## config.mk

```make
export PLATFORM = sky130hd
export DESIGN_NAME = rv_core
export DESIGN_NICKNAME = d
export VERILOG_FILES = /design/src/logic/rv_pkg.sv /design/src/logic/rv_decode.sv /design/src/logic/rv_regfile.sv /design/src/logic/rv_alu.sv /design/src/logic/rv_hazard.sv /design/src/logic/rv_core.sv
export SDC_FILE = /design/constraint.sdc
export NUM_CORES = 2
export LEC_CHECK = 0
export BUFFER_PORTS_ARGS = -buffer_cell sky130_fd_sc_hd__buf_2
export CELL_PAD_IN_SITES_DETAIL_PLACEMENT = 0
export CELL_PAD_IN_SITES_GLOBAL_PLACEMENT = 1
export CORE_ASPECT_RATIO = 0.8
export CORE_MARGIN = 5
export CORE_UTILIZATION = 25
export CTS_CLUSTER_DIAMETER = 80
export DETAILED_ROUTE_END_ITERATION = 16
export GPL_ROUTABILITY_DRIVEN = 0
export PLACE_DENSITY = 0.58
export SETUP_SLACK_MARGIN = 0.3
export SLEW_MARGIN = 20
export SYNTH_ARGS = -nofsm -noshare
export SYNTH_HDL_FRONTEND = slang
export SYNTH_SLANG_ARGS = --single-unit
```

## constraint.sdc

```tcl
create_clock -name clk -period 25.5 [get_ports clk]
set_clock_uncertainty 0.2 [all_clocks]
set_input_delay 2.55 -clock clk [delete_from_list [all_inputs] [get_ports clk]]
set_output_delay 2.55 -clock clk [all_outputs]
set_load 0.03 [all_outputs]
```

## src/logic/rv_pkg.sv

```systemverilog
// rv32 core shared types
package rv_pkg;

	// ----------------------------------------
	// widths

	localparam int xlen = 32;

	// data or instruction word
	typedef logic [xlen-1:0] word_t;

	// byte address without the two low bits
	typedef logic [xlen-3:0] word_addr_t;

	typedef logic [4:0] reg_idx_t;

	// ----------------------------------------
	// encodings

	// major opcodes in use
	typedef enum logic [6:0] {
		op_rtype  = 7'b0110011,
		op_itype  = 7'b0010011,
		op_load   = 7'b0000011,
		op_store  = 7'b0100011,
		op_branch = 7'b1100011,
		op_jal    = 7'b1101111,
		op_jalr   = 7'b1100111
	} opcode_t;

	typedef enum logic [3:0] {
		alu_add = 4'd0,
		alu_sub = 4'd1,
		alu_and = 4'd2,
		alu_or  = 4'd3,
		alu_slt = 4'd4
	} alu_op_t;

	// operand source, newest producer wins
	typedef enum logic [1:0] {
		fwd_none = 2'd0,
		fwd_wb   = 2'd1,
		fwd_mem  = 2'd2
	} fwd_sel_t;

	// ----------------------------------------
	// constants

	localparam reg_idx_t reg_zero = 5'd0;

	// opcode 0 decodes as a bubble
	localparam word_t nop_word = '0;

endpackage

```

## src/logic/rv_decode.sv

```systemverilog
// instruction decoder
`timescale 1ns/1ps

module rv_decode import rv_pkg::*; (
	input  word_t    instr,
	input  word_t    pc,
	output logic     reg_write,
	output logic     mem_read,
	output logic     mem_write,
	output logic     mem_to_reg,
	output logic     alu_src,
	output logic     branch,
	output logic     branch_ne,
	output logic     jal,
	output logic     jalr,
	output alu_op_t  alu_op,
	output reg_idx_t rs1,
	output reg_idx_t rs2,
	output reg_idx_t rd,
	output word_t    imm
);

	opcode_t    opcode;
	logic [2:0] funct3;
	logic       alt;
	word_t      imm_i;
	word_t      imm_s;
	word_t      imm_b;
	word_t      imm_j;

	// arithmetic op from funct3, sub only for register forms
	function automatic alu_op_t arith_op(input logic [2:0] f3, input logic use_sub);
		case (f3)
			3'b111:  return alu_and;
			3'b110:  return alu_or;
			3'b010:  return alu_slt;
			default: return use_sub ? alu_sub : alu_add;
		endcase
	endfunction

	assign opcode = opcode_t'(instr[6:0]);
	assign funct3 = instr[14:12];
	assign alt    = instr[30];
	assign rd     = instr[11:7];

	// ----------------------------------------
	// immediates
	assign imm_i = {{20{instr[31]}}, instr[31:20]};
	assign imm_s = {{20{instr[31]}}, instr[31:25], instr[11:7]};
	assign imm_b = {{19{instr[31]}}, instr[31], instr[7], instr[30:25], instr[11:8], 1'b0};
	assign imm_j = {{11{instr[31]}}, instr[31], instr[19:12], instr[20], instr[30:21], 1'b0};

	// ----------------------------------------
	// control
	always_comb begin
		reg_write  = 1'b0;
		mem_read   = 1'b0;
		mem_write  = 1'b0;
		mem_to_reg = 1'b0;
		alu_src    = 1'b0;
		branch     = 1'b0;
		branch_ne  = 1'b0;
		jal        = 1'b0;
		jalr       = 1'b0;
		alu_op     = alu_add;
		imm        = '0;
		// unused source fields read x0, no false hazards
		rs1        = reg_zero;
		rs2        = reg_zero;
		case (opcode)
			op_rtype: begin
				reg_write = 1'b1;
				alu_op    = arith_op(funct3, alt);
				rs1       = instr[19:15];
				rs2       = instr[24:20];
			end
			op_itype: begin
				reg_write = 1'b1;
				alu_src   = 1'b1;
				alu_op    = arith_op(funct3, 1'b0);
				imm       = imm_i;
				rs1       = instr[19:15];
			end
			op_load: begin
				reg_write  = 1'b1;
				mem_read   = 1'b1;
				mem_to_reg = 1'b1;
				alu_src    = 1'b1;
				imm        = imm_i;
				rs1        = instr[19:15];
			end
			op_store: begin
				mem_write = 1'b1;
				alu_src   = 1'b1;
				imm       = imm_s;
				rs1       = instr[19:15];
				rs2       = instr[24:20];
			end
			op_branch: begin
				branch    = 1'b1;
				// funct3 bit 0 tells bne from beq
				branch_ne = funct3[0];
				alu_op    = alu_sub;
				imm       = imm_b;
				rs1       = instr[19:15];
				rs2       = instr[24:20];
			end
			op_jal: begin
				reg_write = 1'b1;
				jal       = 1'b1;
				imm       = imm_j;
			end
			op_jalr: begin
				reg_write = 1'b1;
				jalr      = 1'b1;
				alu_src   = 1'b1;
				imm       = imm_i;
				rs1       = instr[19:15];
			end
			default: ;
		endcase
	end

	// jump targets computed upstream must land on a word
	always_comb begin
		if (jal || jalr || branch) begin
			assert (pc[1:0] == 2'b00) else $error("decode: control flow at odd pc %h", pc);
		end
	end

endmodule

```

## src/logic/rv_regfile.sv

```systemverilog
// integer register file
`timescale 1ns/1ps

module rv_regfile import rv_pkg::*; (
	input  logic     clk,
	input  logic     rst_n,
	input  reg_idx_t rs1,
	input  reg_idx_t rs2,
	input  reg_idx_t rd,
	input  word_t    rd_data,
	input  logic     we,
	output word_t    rs1_data,
	output word_t    rs2_data
);

	word_t regs [32];
	logic  wr_live;

	// x0 is never written so it reads zero
	assign wr_live = we && (rd != reg_zero);

	always_ff @(posedge clk) begin
		if (!rst_n) begin
			regs <= '{default: '0};
		end else if (wr_live) begin
			regs[rd] <= rd_data;
		end
	end

	// write port bypass, same-cycle read sees new value
	assign rs1_data = (wr_live && rd == rs1) ? rd_data : regs[rs1];
	assign rs2_data = (wr_live && rd == rs2) ? rd_data : regs[rs2];

endmodule

```

## src/logic/rv_alu.sv

```systemverilog
// integer alu
`timescale 1ns/1ps

module rv_alu import rv_pkg::*; (
	input  alu_op_t op,
	input  word_t   a,
	input  word_t   b,
	output word_t   result,
	output logic    zero
);

	always_comb begin
		case (op)
			alu_add: result = a + b;
			alu_sub: result = a - b;
			alu_and: result = a & b;
			alu_or:  result = a | b;
			// signed compare
			alu_slt: result = word_t'($signed(a) < $signed(b));
			default: result = '0;
		endcase
	end

	// beq and bne look at this after a subtract
	assign zero = (result == '0);

endmodule

```

## src/logic/rv_hazard.sv

```systemverilog
// forwarding and interlock unit
`timescale 1ns/1ps

module rv_hazard import rv_pkg::*; (
	input  reg_idx_t id_rs1,
	input  reg_idx_t id_rs2,
	input  logic     id_jalr,
	input  reg_idx_t ex_rs1,
	input  reg_idx_t ex_rs2,
	input  reg_idx_t ex_rd,
	input  logic     ex_reg_write,
	input  logic     ex_mem_read,
	input  logic     ex_branch_taken,
	input  reg_idx_t mem_rd,
	input  logic     mem_reg_write,
	input  reg_idx_t wb_rd,
	input  logic     wb_reg_write,
	output fwd_sel_t fwd_a,
	output fwd_sel_t fwd_b,
	output fwd_sel_t jalr_fwd,
	output logic     load_use_stall,
	output logic     flush_id
);

	logic ex_hit_rs1;
	logic ex_hit_rs2;

	// newest in-flight producer of a register
	function automatic fwd_sel_t newest(
		input reg_idx_t src,
		input reg_idx_t m_rd,
		input logic     m_we,
		input reg_idx_t w_rd,
		input logic     w_we
	);
		if (src == reg_zero) return fwd_none;
		if (m_we && m_rd == src) return fwd_mem;
		if (w_we && w_rd == src) return fwd_wb;
		return fwd_none;
	endfunction

	// ----------------------------------------
	// forwarding
	always_comb begin
		fwd_a    = newest(ex_rs1, mem_rd, mem_reg_write, wb_rd, wb_reg_write);
		fwd_b    = newest(ex_rs2, mem_rd, mem_reg_write, wb_rd, wb_reg_write);
		jalr_fwd = id_jalr ? newest(id_rs1, mem_rd, mem_reg_write, wb_rd, wb_reg_write)
			: fwd_none;
	end

	// ----------------------------------------
	// interlock and flush
	assign ex_hit_rs1 = (ex_rd != reg_zero) && (ex_rd == id_rs1);
	assign ex_hit_rs2 = (ex_rd != reg_zero) && (ex_rd == id_rs2);

	// load result not ready yet; jalr base from execute has no path either
	assign load_use_stall = (ex_mem_read && (ex_hit_rs1 || ex_hit_rs2))
		|| (id_jalr && ex_reg_write && ex_hit_rs1);

	assign flush_id = ex_branch_taken;

	// a branch in execute writes no register, so it never interlocks
	always_comb begin
		assert (!(load_use_stall && flush_id))
			else $error("hazard: interlock and branch flush together");
	end

endmodule

```

## src/logic/rv_core.sv

```systemverilog
// five-stage rv32 pipeline
`timescale 1ns/1ps

module rv_core import rv_pkg::*; (
	input  logic       clk,
	input  logic       rst_n,
	output word_addr_t imem_addr,
	input  word_t      imem_rdata,
	input  logic       imem_stall,
	output logic       dmem_read,
	output logic       dmem_write,
	output word_addr_t dmem_addr,
	output word_t      dmem_wdata,
	input  word_t      dmem_rdata,
	input  logic       dmem_stall
);

	logic     freeze;
	word_t    pc, pc_next;
	word_t    id_instr, id_pc, id_imm, id_rs1_data, id_rs2_data;
	word_t    jalr_base, jalr_sum, jump_target;
	logic     id_reg_write, id_mem_read, id_mem_write, id_mem_to_reg, id_alu_src;
	logic     id_branch, id_branch_ne, id_jal, id_jalr, id_redirect, id_kill;
	alu_op_t  id_alu_op;
	reg_idx_t id_rs1, id_rs2, id_rd;
	logic     ex_reg_write, ex_mem_read, ex_mem_write, ex_mem_to_reg, ex_alu_src;
	logic     ex_branch, ex_branch_ne, ex_jal, ex_jalr, ex_branch_taken, alu_zero;
	alu_op_t  ex_alu_op;
	reg_idx_t ex_rs1, ex_rs2, ex_rd;
	word_t    ex_pc, ex_imm, ex_rs1_data, ex_rs2_data;
	word_t    ex_src_a, ex_src_b, alu_b, alu_result, ex_result;
	logic     mem_reg_write, mem_mem_read, mem_mem_write, mem_mem_to_reg;
	reg_idx_t mem_rd;
	word_t    mem_result, mem_store_data, load_data, mem_fwd_value;
	logic     wb_reg_write, wb_mem_to_reg;
	reg_idx_t wb_rd;
	word_t    wb_result, wb_load_data, wb_value;
	fwd_sel_t fwd_a, fwd_b, jalr_fwd;
	logic     load_use_stall, flush_id;

	// memory side is big-endian
	function automatic word_t swap_bytes(input word_t w);
		return {w[7:0], w[15:8], w[23:16], w[31:24]};
	endfunction

	function automatic word_t pick_src(input fwd_sel_t sel, input word_t own,
		input word_t from_mem, input word_t from_wb);
		case (sel)
			fwd_mem: return from_mem;
			fwd_wb:  return from_wb;
			default: return own;
		endcase
	endfunction

	// either memory stalling freezes every stage
	assign freeze = imem_stall || dmem_stall;

	// ----------------------------------------
	// fetch
	assign imem_addr = pc[xlen-1:2];

	always_comb begin
		if (flush_id) pc_next = ex_pc + ex_imm;
		else if (load_use_stall) pc_next = pc;
		else if (id_jal || id_jalr) pc_next = jump_target;
		else pc_next = pc + 32'd4;
	end

	always_ff @(posedge clk) begin
		if (!rst_n) begin
			pc <= '0;
		end else if (!freeze) begin
			pc <= pc_next;
		end
	end

	// fetched word dropped on any redirect
	always_ff @(posedge clk) begin
		if (!rst_n) begin
			id_instr <= nop_word;
		end else if (!freeze) begin
			if (flush_id || id_redirect) id_instr <= nop_word;
			else if (!load_use_stall) id_instr <= swap_bytes(imem_rdata);
		end
	end

	always_ff @(posedge clk) begin
		if (!freeze && !load_use_stall) id_pc <= pc;
	end

	// ----------------------------------------
	// decode
	rv_decode i_decode (
		.instr(id_instr), .pc(id_pc), .reg_write(id_reg_write), .mem_read(id_mem_read),
		.mem_write(id_mem_write), .mem_to_reg(id_mem_to_reg), .alu_src(id_alu_src),
		.branch(id_branch), .branch_ne(id_branch_ne), .jal(id_jal), .jalr(id_jalr),
		.alu_op(id_alu_op), .rs1(id_rs1), .rs2(id_rs2), .rd(id_rd), .imm(id_imm)
	);

	rv_regfile i_regfile (
		.clk(clk), .rst_n(rst_n), .rs1(id_rs1), .rs2(id_rs2), .rd(wb_rd),
		.rd_data(wb_value), .we(wb_reg_write), .rs1_data(id_rs1_data), .rs2_data(id_rs2_data)
	);

	// jalr base may come from memory or write-back
	assign jalr_base   = pick_src(jalr_fwd, id_rs1_data, mem_fwd_value, wb_value);
	assign jalr_sum    = jalr_base + id_imm;
	assign jump_target = id_jal ? id_pc + id_imm : {jalr_sum[xlen-1:1], 1'b0};
	assign id_redirect = (id_jal || id_jalr) && !load_use_stall;
	assign id_kill     = flush_id || load_use_stall;

	always_ff @(posedge clk) begin
		if (!rst_n) begin
			{ex_reg_write, ex_mem_read, ex_mem_write, ex_mem_to_reg} <= '0;
			{ex_alu_src, ex_branch, ex_branch_ne, ex_jal, ex_jalr} <= '0;
			ex_alu_op <= alu_add;
			{ex_rs1, ex_rs2, ex_rd} <= {3{reg_zero}};
		end else if (!freeze) begin
			ex_reg_write  <= id_reg_write && !id_kill;
			ex_mem_read   <= id_mem_read && !id_kill;
			ex_mem_write  <= id_mem_write && !id_kill;
			ex_mem_to_reg <= id_mem_to_reg;
			ex_alu_src    <= id_alu_src;
			ex_branch     <= id_branch && !id_kill;
			ex_branch_ne  <= id_branch_ne;
			ex_jal        <= id_jal && !id_kill;
			ex_jalr       <= id_jalr && !id_kill;
			ex_alu_op     <= id_alu_op;
			ex_rs1        <= id_rs1;
			ex_rs2        <= id_rs2;
			ex_rd         <= id_rd;
		end
	end

	always_ff @(posedge clk) begin
		if (!freeze) begin
			ex_pc       <= id_pc;
			ex_imm      <= id_imm;
			ex_rs1_data <= id_rs1_data;
			ex_rs2_data <= id_rs2_data;
		end
	end

	// ----------------------------------------
	// execute
	assign ex_src_a = pick_src(fwd_a, ex_rs1_data, mem_fwd_value, wb_value);
	assign ex_src_b = pick_src(fwd_b, ex_rs2_data, mem_fwd_value, wb_value);
	assign alu_b    = ex_alu_src ? ex_imm : ex_src_b;

	rv_alu i_alu (.op(ex_alu_op), .a(ex_src_a), .b(alu_b), .result(alu_result), .zero(alu_zero));

	// jumps write back their link address
	assign ex_result       = (ex_jal || ex_jalr) ? ex_pc + 32'd4 : alu_result;
	assign ex_branch_taken = ex_branch && (ex_branch_ne ^ alu_zero);

	rv_hazard i_hazard (
		.id_rs1(id_rs1), .id_rs2(id_rs2), .id_jalr(id_jalr), .ex_rs1(ex_rs1), .ex_rs2(ex_rs2),
		.ex_rd(ex_rd), .ex_reg_write(ex_reg_write), .ex_mem_read(ex_mem_read),
		.ex_branch_taken(ex_branch_taken), .mem_rd(mem_rd), .mem_reg_write(mem_reg_write),
		.wb_rd(wb_rd), .wb_reg_write(wb_reg_write), .fwd_a(fwd_a), .fwd_b(fwd_b),
		.jalr_fwd(jalr_fwd), .load_use_stall(load_use_stall), .flush_id(flush_id)
	);

	always_ff @(posedge clk) begin
		if (!rst_n) begin
			{mem_reg_write, mem_mem_read, mem_mem_write, mem_mem_to_reg} <= '0;
			mem_rd <= reg_zero;
		end else if (!freeze) begin
			{mem_reg_write, mem_mem_read} <= {ex_reg_write, ex_mem_read};
			{mem_mem_write, mem_mem_to_reg} <= {ex_mem_write, ex_mem_to_reg};
			mem_rd <= ex_rd;
		end
	end

	always_ff @(posedge clk) begin
		if (!freeze) begin
			mem_result     <= ex_result;
			mem_store_data <= ex_src_b;
		end
	end

	// ----------------------------------------
	// memory access
	assign dmem_read     = mem_mem_read;
	assign dmem_write    = mem_mem_write;
	assign dmem_addr     = mem_result[xlen-1:2];
	assign dmem_wdata    = swap_bytes(mem_store_data);
	assign load_data     = swap_bytes(dmem_rdata);
	assign mem_fwd_value = mem_mem_to_reg ? load_data : mem_result;

	always_ff @(posedge clk) begin
		if (!rst_n) begin
			{wb_reg_write, wb_mem_to_reg} <= '0;
			wb_rd <= reg_zero;
		end else if (!freeze) begin
			{wb_reg_write, wb_mem_to_reg} <= {mem_reg_write, mem_mem_to_reg};
			wb_rd <= mem_rd;
		end
	end

	always_ff @(posedge clk) begin
		if (!freeze) begin
			wb_result    <= mem_result;
			wb_load_data <= load_data;
		end
	end

	assign wb_value = wb_mem_to_reg ? wb_load_data : wb_result;

	// ----------------------------------------
	// port checks
	assert property (@(posedge clk) disable iff (!rst_n) !(dmem_read && dmem_write))
		else $error("core: load and store requested together");

	assert property (@(posedge clk) disable iff (!rst_n)
		(dmem_read || dmem_write) && dmem_stall
		|=> $stable({dmem_read, dmem_write, dmem_addr, dmem_wdata}))
		else $error("core: data request changed under stall");

endmodule

```

==> Word level (Yosys, flattened, before mapping) <==
Index checks and enable logic that the tools add are counted.
{ "op_classes": {"n_eq_ne": 31, "muxes": 77, "n_reduce_logical": 48, "n_addsub": 7, "n_bitwise": 7, "n_lt_le_gt_ge": 5} }
{ "ops": {"columns": ["op", "count"], "rows": [
  ["$bwmux 1024", 1],
  ["$mux 32", 17],
  ["$bmux 32 s5", 2],
  ["$pmux 32 s2", 3],
  ["$demux 32 s5", 1],
  ["$pmux 32 s5", 1],
  ["$add 32x32->32", 4],
  ["$pmux 32 s4", 1],
  ["$add 32x3->32 const B", 2],
  ["$eq 5x5->1", 9],
  ["$mux 2", 19],
  ["$and 32x32->32", 1],
  ["$logic_not 32->1", 1],
  ["$lt 32x32->1", 1],
  ["$or 32x32->32", 1],
  ["$sub 32x32->32", 1],
  ["$mux 1", 27],
  ["$logic_and 1x1->1", 24],
  ["$pmux 4 s3", 2],
  ["$eq 7x7->1 const B", 3],
  ["$ge 6x6->1 const B", 3],
  ["$not 5->6", 3],
  ["$logic_not 5->1", 3],
  ["$eq 7x6->1 const B", 2],
  ["other kinds (24)", 43]
]} }
{ "word_totals": {"in_bits": 68, "regBits": 1420} }

==> Depth between registers and ports, before layout <==
{ "logic_depth": {"word_depth": 20, "ltp_mapped": 33, "mapped_depth_nobuf": 28} }

==> By module <==
Synthesis repeated with hierarchy kept, for this count alone.
{ "unflattened": {"cells_unflattened": 9046, "hier_area_um2": 83580.2} }
{ "by_module_without_submodules": {"columns": ["module", "seq_area_each_um2", "cells_each", "n_inst", "area_per_inst_um2"], "rows": [
  ["rv_regfile", 20499.7, 5762, 1, 53931.7],
  ["rv_core", 10810.4, 2243, 1, 22743.1],
  ["rv_alu", 0.0, 872, 1, 5686.7],
  ["rv_decode", 0.0, 96, 1, 659.4],
  ["rv_hazard", 0.0, 73, 1, 559.3]
]} }

==> Worst setup path before layout <==
OpenSTA, ideal clock, no wires.
{ "synth_timing": {"path_type": "input -> register", "startpoint": "input port dmem_stall", "endpoint": "register ex_imm[0] (enable)", "path_slack_ns": 14.416, "cell_stages": 5, "setup_ns": 0.704, "arrival_ns": 10.180, "cell_sequence": "or2_2 > clkbuf_1 > inv_1 > clkbuf_1 > buf_1"} }
{ "synth_via": {"elab_chain_len": 1} }
{ "synth_rtl": {"columns": ["item", "line", "text"], "rows": [
  ["start: declaration", "rv_core.sv:15", "input logic dmem_stall"],
  ["$logic_or 1x1->1", "rv_core.sv:56", "assign freeze = imem_stall || dmem_stall;"],
  ["end signal: assignment", "rv_core.sv:138", "ex_imm <= id_imm;"],
  ["end: declaration", "rv_core.sv:30", "word_t ex_pc, ex_imm, ex_rs1_data, ex_rs2_data;"]
]} }
Every way passes these cells.
A chain may end at the register's enable or synchronous reset.

==> Worst setup path after layout <==
{ "layout_timing": {"startpoint": "register mem_rd[1]", "endpoint": "register pc[19]"} }
{ "layout_via": {"elab_chain_len": 17} }
{ "layout_rtl": {"columns": ["item", "line", "text"], "rows": [
  ["start: declaration", "rv_core.sv:33", "reg_idx_t mem_rd;"],
  ["start signal: assignment", "rv_core.sv:167", "mem_rd <= reg_zero;"],
  ["start signal: assignment", "rv_core.sv:171", "mem_rd <= ex_rd;"],
  ["$eq 5x5->1", "rv_hazard.sv:37", "if (m_we && m_rd == src) return fwd_mem;"],
  ["$logic_and 1x1->1", "rv_hazard.sv:37", null],
  ["$mux 2", "rv_hazard.sv:37", null],
  ["$mux 2", "rv_hazard.sv:38", "if (w_we && w_rd == src) return fwd_wb;"],
  ["$mux 2", "rv_hazard.sv:39", "return fwd_none;"],
  ["$mux 2", "rv_hazard.sv:38", null],
  ["$mux 2", "rv_hazard.sv:37", null],
  ["$eq 2x1->1 / $eq 2x2->1 (equally long branches)", "rv_core.sv:48", "case (sel)"],
  ["$pmux 32 s2", "rv_core.sv:48", null],
  ["$mux 32", "rv_core.sv:148", "assign alu_b = ex_alu_src ? ex_imm : ex_src_b;"],
  ["$sub 32x32->32 (tied with other cells)", "rv_alu.sv:15", "alu_sub: result = a - b;"],
  ["$pmux 32 s5", "rv_alu.sv:13", "case (op)"],
  ["$logic_not 32->1", "rv_alu.sv:25", "assign zero = (result == '0);"],
  ["$xor 1x1->1", "rv_core.sv:154", "assign ex_branch_taken = ex_branch && (ex_branch_ne ^ alu_zero);"],
  ["$logic_and 1x1->1", "rv_core.sv:154", null],
  ["$ne 2x1->1 (no source line)", null, null],
  ["$reduce_and 2->1 (no source line)", null, null],
  ["end signal: assignment", "rv_core.sv:73", "pc <= pc_next;"],
  ["end: declaration", "rv_core.sv:19", "word_t pc, pc_next;"]
]} }
Several ways; a longest one is shown, not always the timed one. The select of a mux whose other input is x is not followed.

==> results.json <==
{
  "viasPerCell": 5.70,
  "p_leak_nw": 44.3,
  "dr.first_iter.drc_count": 10000,
  "wl_per_cell_um": 27.6,
  "drc": 0,
  "path_clk_slew_ps": 60,
  "crit_type": "reg -> reg",
  "dp_hpwl_mm": 249,
  "top_layer": "met5",
  "r2r-start": "mem_rd[1]",
  "die_area_um2": 349000,
  "final_hold_viol_count": 0,
  "cp.depth": 24,
  "drv_cap": 0,
  "clk-insertion-delay-late_ps": 840,
  "tightest_slew_ps": 1300,
  "post-cts-setup-buffers": 0,
  "slew_headroom": 0.126,
  "largest_reg_flops": 1024,
  "power_per_cell_area_nw_per_um2": 53.8,
  "power_switching_mw": 1.32,
  "die_h_um": 530,
  "synth_top_family_by_area": "compound AO/OA/AOI/OAI gates",
  "final.min_clock_period_ps": 9840,
  "clockBufferDepth": 4,
  "yosysTopAreaCell": "dfxtp_1",
  "area_growth_pct": 12.2,
  "grt_usage": 0.214,
  "overflow": 0,
  "nets": 9879,
  "intPower_mw": 3.77,
  "crit_family": "simple AND/OR/NAND/NOR gates",
  "port_buffers": 161,
  "drive_above_1_share": 0.108,
  "synthSimpleGateAreaFrac": 0.166,
  "p_comb_frac": 0.067,
  "crit_start": "mem_rd[1]",
  "avgSynthCellArea_um2": 8.34,
  "synth_cell_types": 99,
  "seq_power_share": 0.459,
  "cts_max_level": 4,
  "io_pins": 162,
  "yosysWarnings": 0,
  "met1_length_mm": 183,
  "synthCells": 10100,
  "dr_wl_met2_mm": 159,
  "setup_viol": 0,
  "drt-total-wl_mm": 394,
  "numCtsBuffers": 166,
  "worstSetupStartpointType": "flop",
  "top_register": "i_regfile.regs",
  "fmax_mhz": 102,
  "p_total_mw": 5.09,
  "synth_mux_area_frac": 0.0691,
  "hp-start": "pc[0]",
  "cts_hold_buf": 0,
  "cts_tree": "done",
  "slew_viol_final": 0,
  "synth_fa_ha_area_frac": 0.0303,
  "antenna_found_initial": 21,
  "cp_num_buf_inv": 3,
  "clkPwrFrac": 0.474,
  "ff2ff_path_depth": 24,
  "synthesis.nets": 10400,
  "peakVddDrop_uv": 50.7,
  "synth-compound-area-share": 0.292,
  "cts_resized": 0,
  "rows": 190,
  "synth_edf_count": 277,
  "grt_setup_unrepaired": "no",
  "status": "finished, final reports clean",
  "grt_pass1_wl_mm": 559,
  "synth-main-ff-cell": "dfxtp_1",
  "antenna_left": 0,
  "endpoint_kind": "flop",
  "cts-root-buf": "clkbuf_16",
  "worst_ep_required_time_ps": 26060,
  "synth.area.top_cells": "dfxtp_1, o211a_1, edfxtp_1",
  "fin_tns_setup_ps": 0,
  "async_reset_ff_frac": 0,
  "synth.top_cell.area_share": 0.268,
  "switching_share": 0.259,
  "vias": 81300,
  "ys_seq_elements": 1408,
  "syn_area_um2": 84300,
  "worst-path-max-fanout": 43,
  "die_w_um": 659,
  "hold_class": "reg -> reg",
  "synth-xor-area-share": 0.0189,
  "slowest_delay_ps": 1030,
  "crit_arrival_ps": 10400,
  "crit_top_cell": "buf_4",
  "start_util": 0.251,
  "hold_path_depth": 0,
  "fin_crit_sh": 0.386,
  "clock-sinks": 1408,
  "drt_pass1_iterations": 7,
  "seq_area_frac_synth": 0.367,
  "grt_pass1_vias": 75500,
  "slowest_stage": "nor4_2",
  "core_area_um2": 335000,
  "cp_cell_sequence": "xor2_1, nor4_1, and3_1, o21ai_0, ha_2, buf_4, nand2_1, o21ai_0, ha_1, nor3_2, and2_1, a21o_1, o41ai_1, nand3_1, a21boi_0, nand4_1, nor4_1, nand4_1, nor4_2, mux2i_4, buf_4, buf_4, mux2_2, a21oi_1",
  "grt_max_degree": 211,
  "wl_met3_mm": 38.1
}
[power groups by stage]
stage	combinational, mW	clock, mW	sequential (mW)
after floorplan	0.217	0	2.37
after global placement	0.330	0	2.38
after detailed placement	0.332	0	2.38
after CTS	0.333	2.46	2.33
after global routing	0.358	2.55	2.34
final	0.341	2.42	2.34
[cell usage after synthesis (all sizes together), types with 235 or more instances]
cell and number:
dfxtp 1131, nand3 366, a21oi 661, nand2 2140
mux2i 235, edfxtp 277, o21ai 575, clkbuf 885
nor2 256, mux2 303, o221ai 266, o211a 999
[logic make-up (layout without fill, tap and decap cells)]
family / Yosys count / after routing
other: 0 / 16
multiplexers: 541 / 541
adder cells (fa/ha/maj): 201 / 201
flip-flops: 1408 / 1408
XOR/XNOR: 182 / 182
buffers and inverters: 1209 / 831
AND/OR/NAND/NOR: 3254 / 3254
AO/OA/AOI/OAI: 3313 / 3313
[cells in the final DEF (no fill, tap or decap), types with 158 or more instances in the layout]
cell type	n
a31oi_1	162
clkbuf_16	169
ha_1	193
dfxtp_1	1125
inv_1	158
buf_2	160
mux2_2	303
a21oi_1	659
nand3_1	365
nand2_1	2131
o221ai_1	266
o21ai_0	547
mux2i_1	202
buf_4	203
nor2_1	222
edfxtp_1	277
o211a_1	998
[stage by stage]
stage | hold slack, ps | cell area (um2) | setup slack [ps] | std cells | util
global placement | 215 | 89100 | 15510 | 13900 | 0.266
floorplan | 209 | 84300 | 14420 | 10100 | -
global route | 258 | 94600 | 15350 | 14200 | 0.282
CTS | 242 | 94500 | 16020 | 14200 | 0.282
finish | 241 | 94600 | 15660 | 14300 | 0.282
detailed placement | 221 | 89300 | 15410 | 14000 | 0.266
[area by class of cell]
class | instances | area (um2)
Antenna cell | 16 | 40.0
Clock buffer | 256 | 4870
Sequential cell | 1408 | 31000
Clock inverter | 32 | 357
Inverter | 161 | 619
Fill cell | 35700 | 241000
Timing Repair Buffer | 382 | 2740
Tap cell | 4512 | 5650
Multi-Input combinational cell | 7491 | 49400
[worst reg2reg max path, stage by stage, from the launching register on]
cell,delay [ps]
dfxtp_1,540
xor2_1,120
nor4_1,250
and3_1,210
o21ai_0,130
ha_2,890
buf_4,560
nand2_1,270
o21ai_0,230
ha_1,370
nor3_2,150
and2_1,180
a21o_1,240
o41ai_1,860
nand3_1,520
a21boi_0,320
nand4_1,150
nor4_1,380
nand4_1,170
nor4_2,1030
mux2i_4,360
buf_4,480
buf_4,620
mux2_2,420
a21oi_1,130
[metal layers]
metal	vias up	global-route usage
met4	16	0.0717
met1	40700	0.313
met2	3937	0.305
met5	-	0
met3	662	0.0499
li1	35900	-
[path summary, 6_finish.rpt]
path / end / slack (ps)
worst min-delay path: id_pc[0] / 240
worst max register to register: pc[19] / 15660
worst max-delay path: pc[19] / 15660
worst min register to register: id_pc[0] / 240
Power figures use the tool's default switching activity.
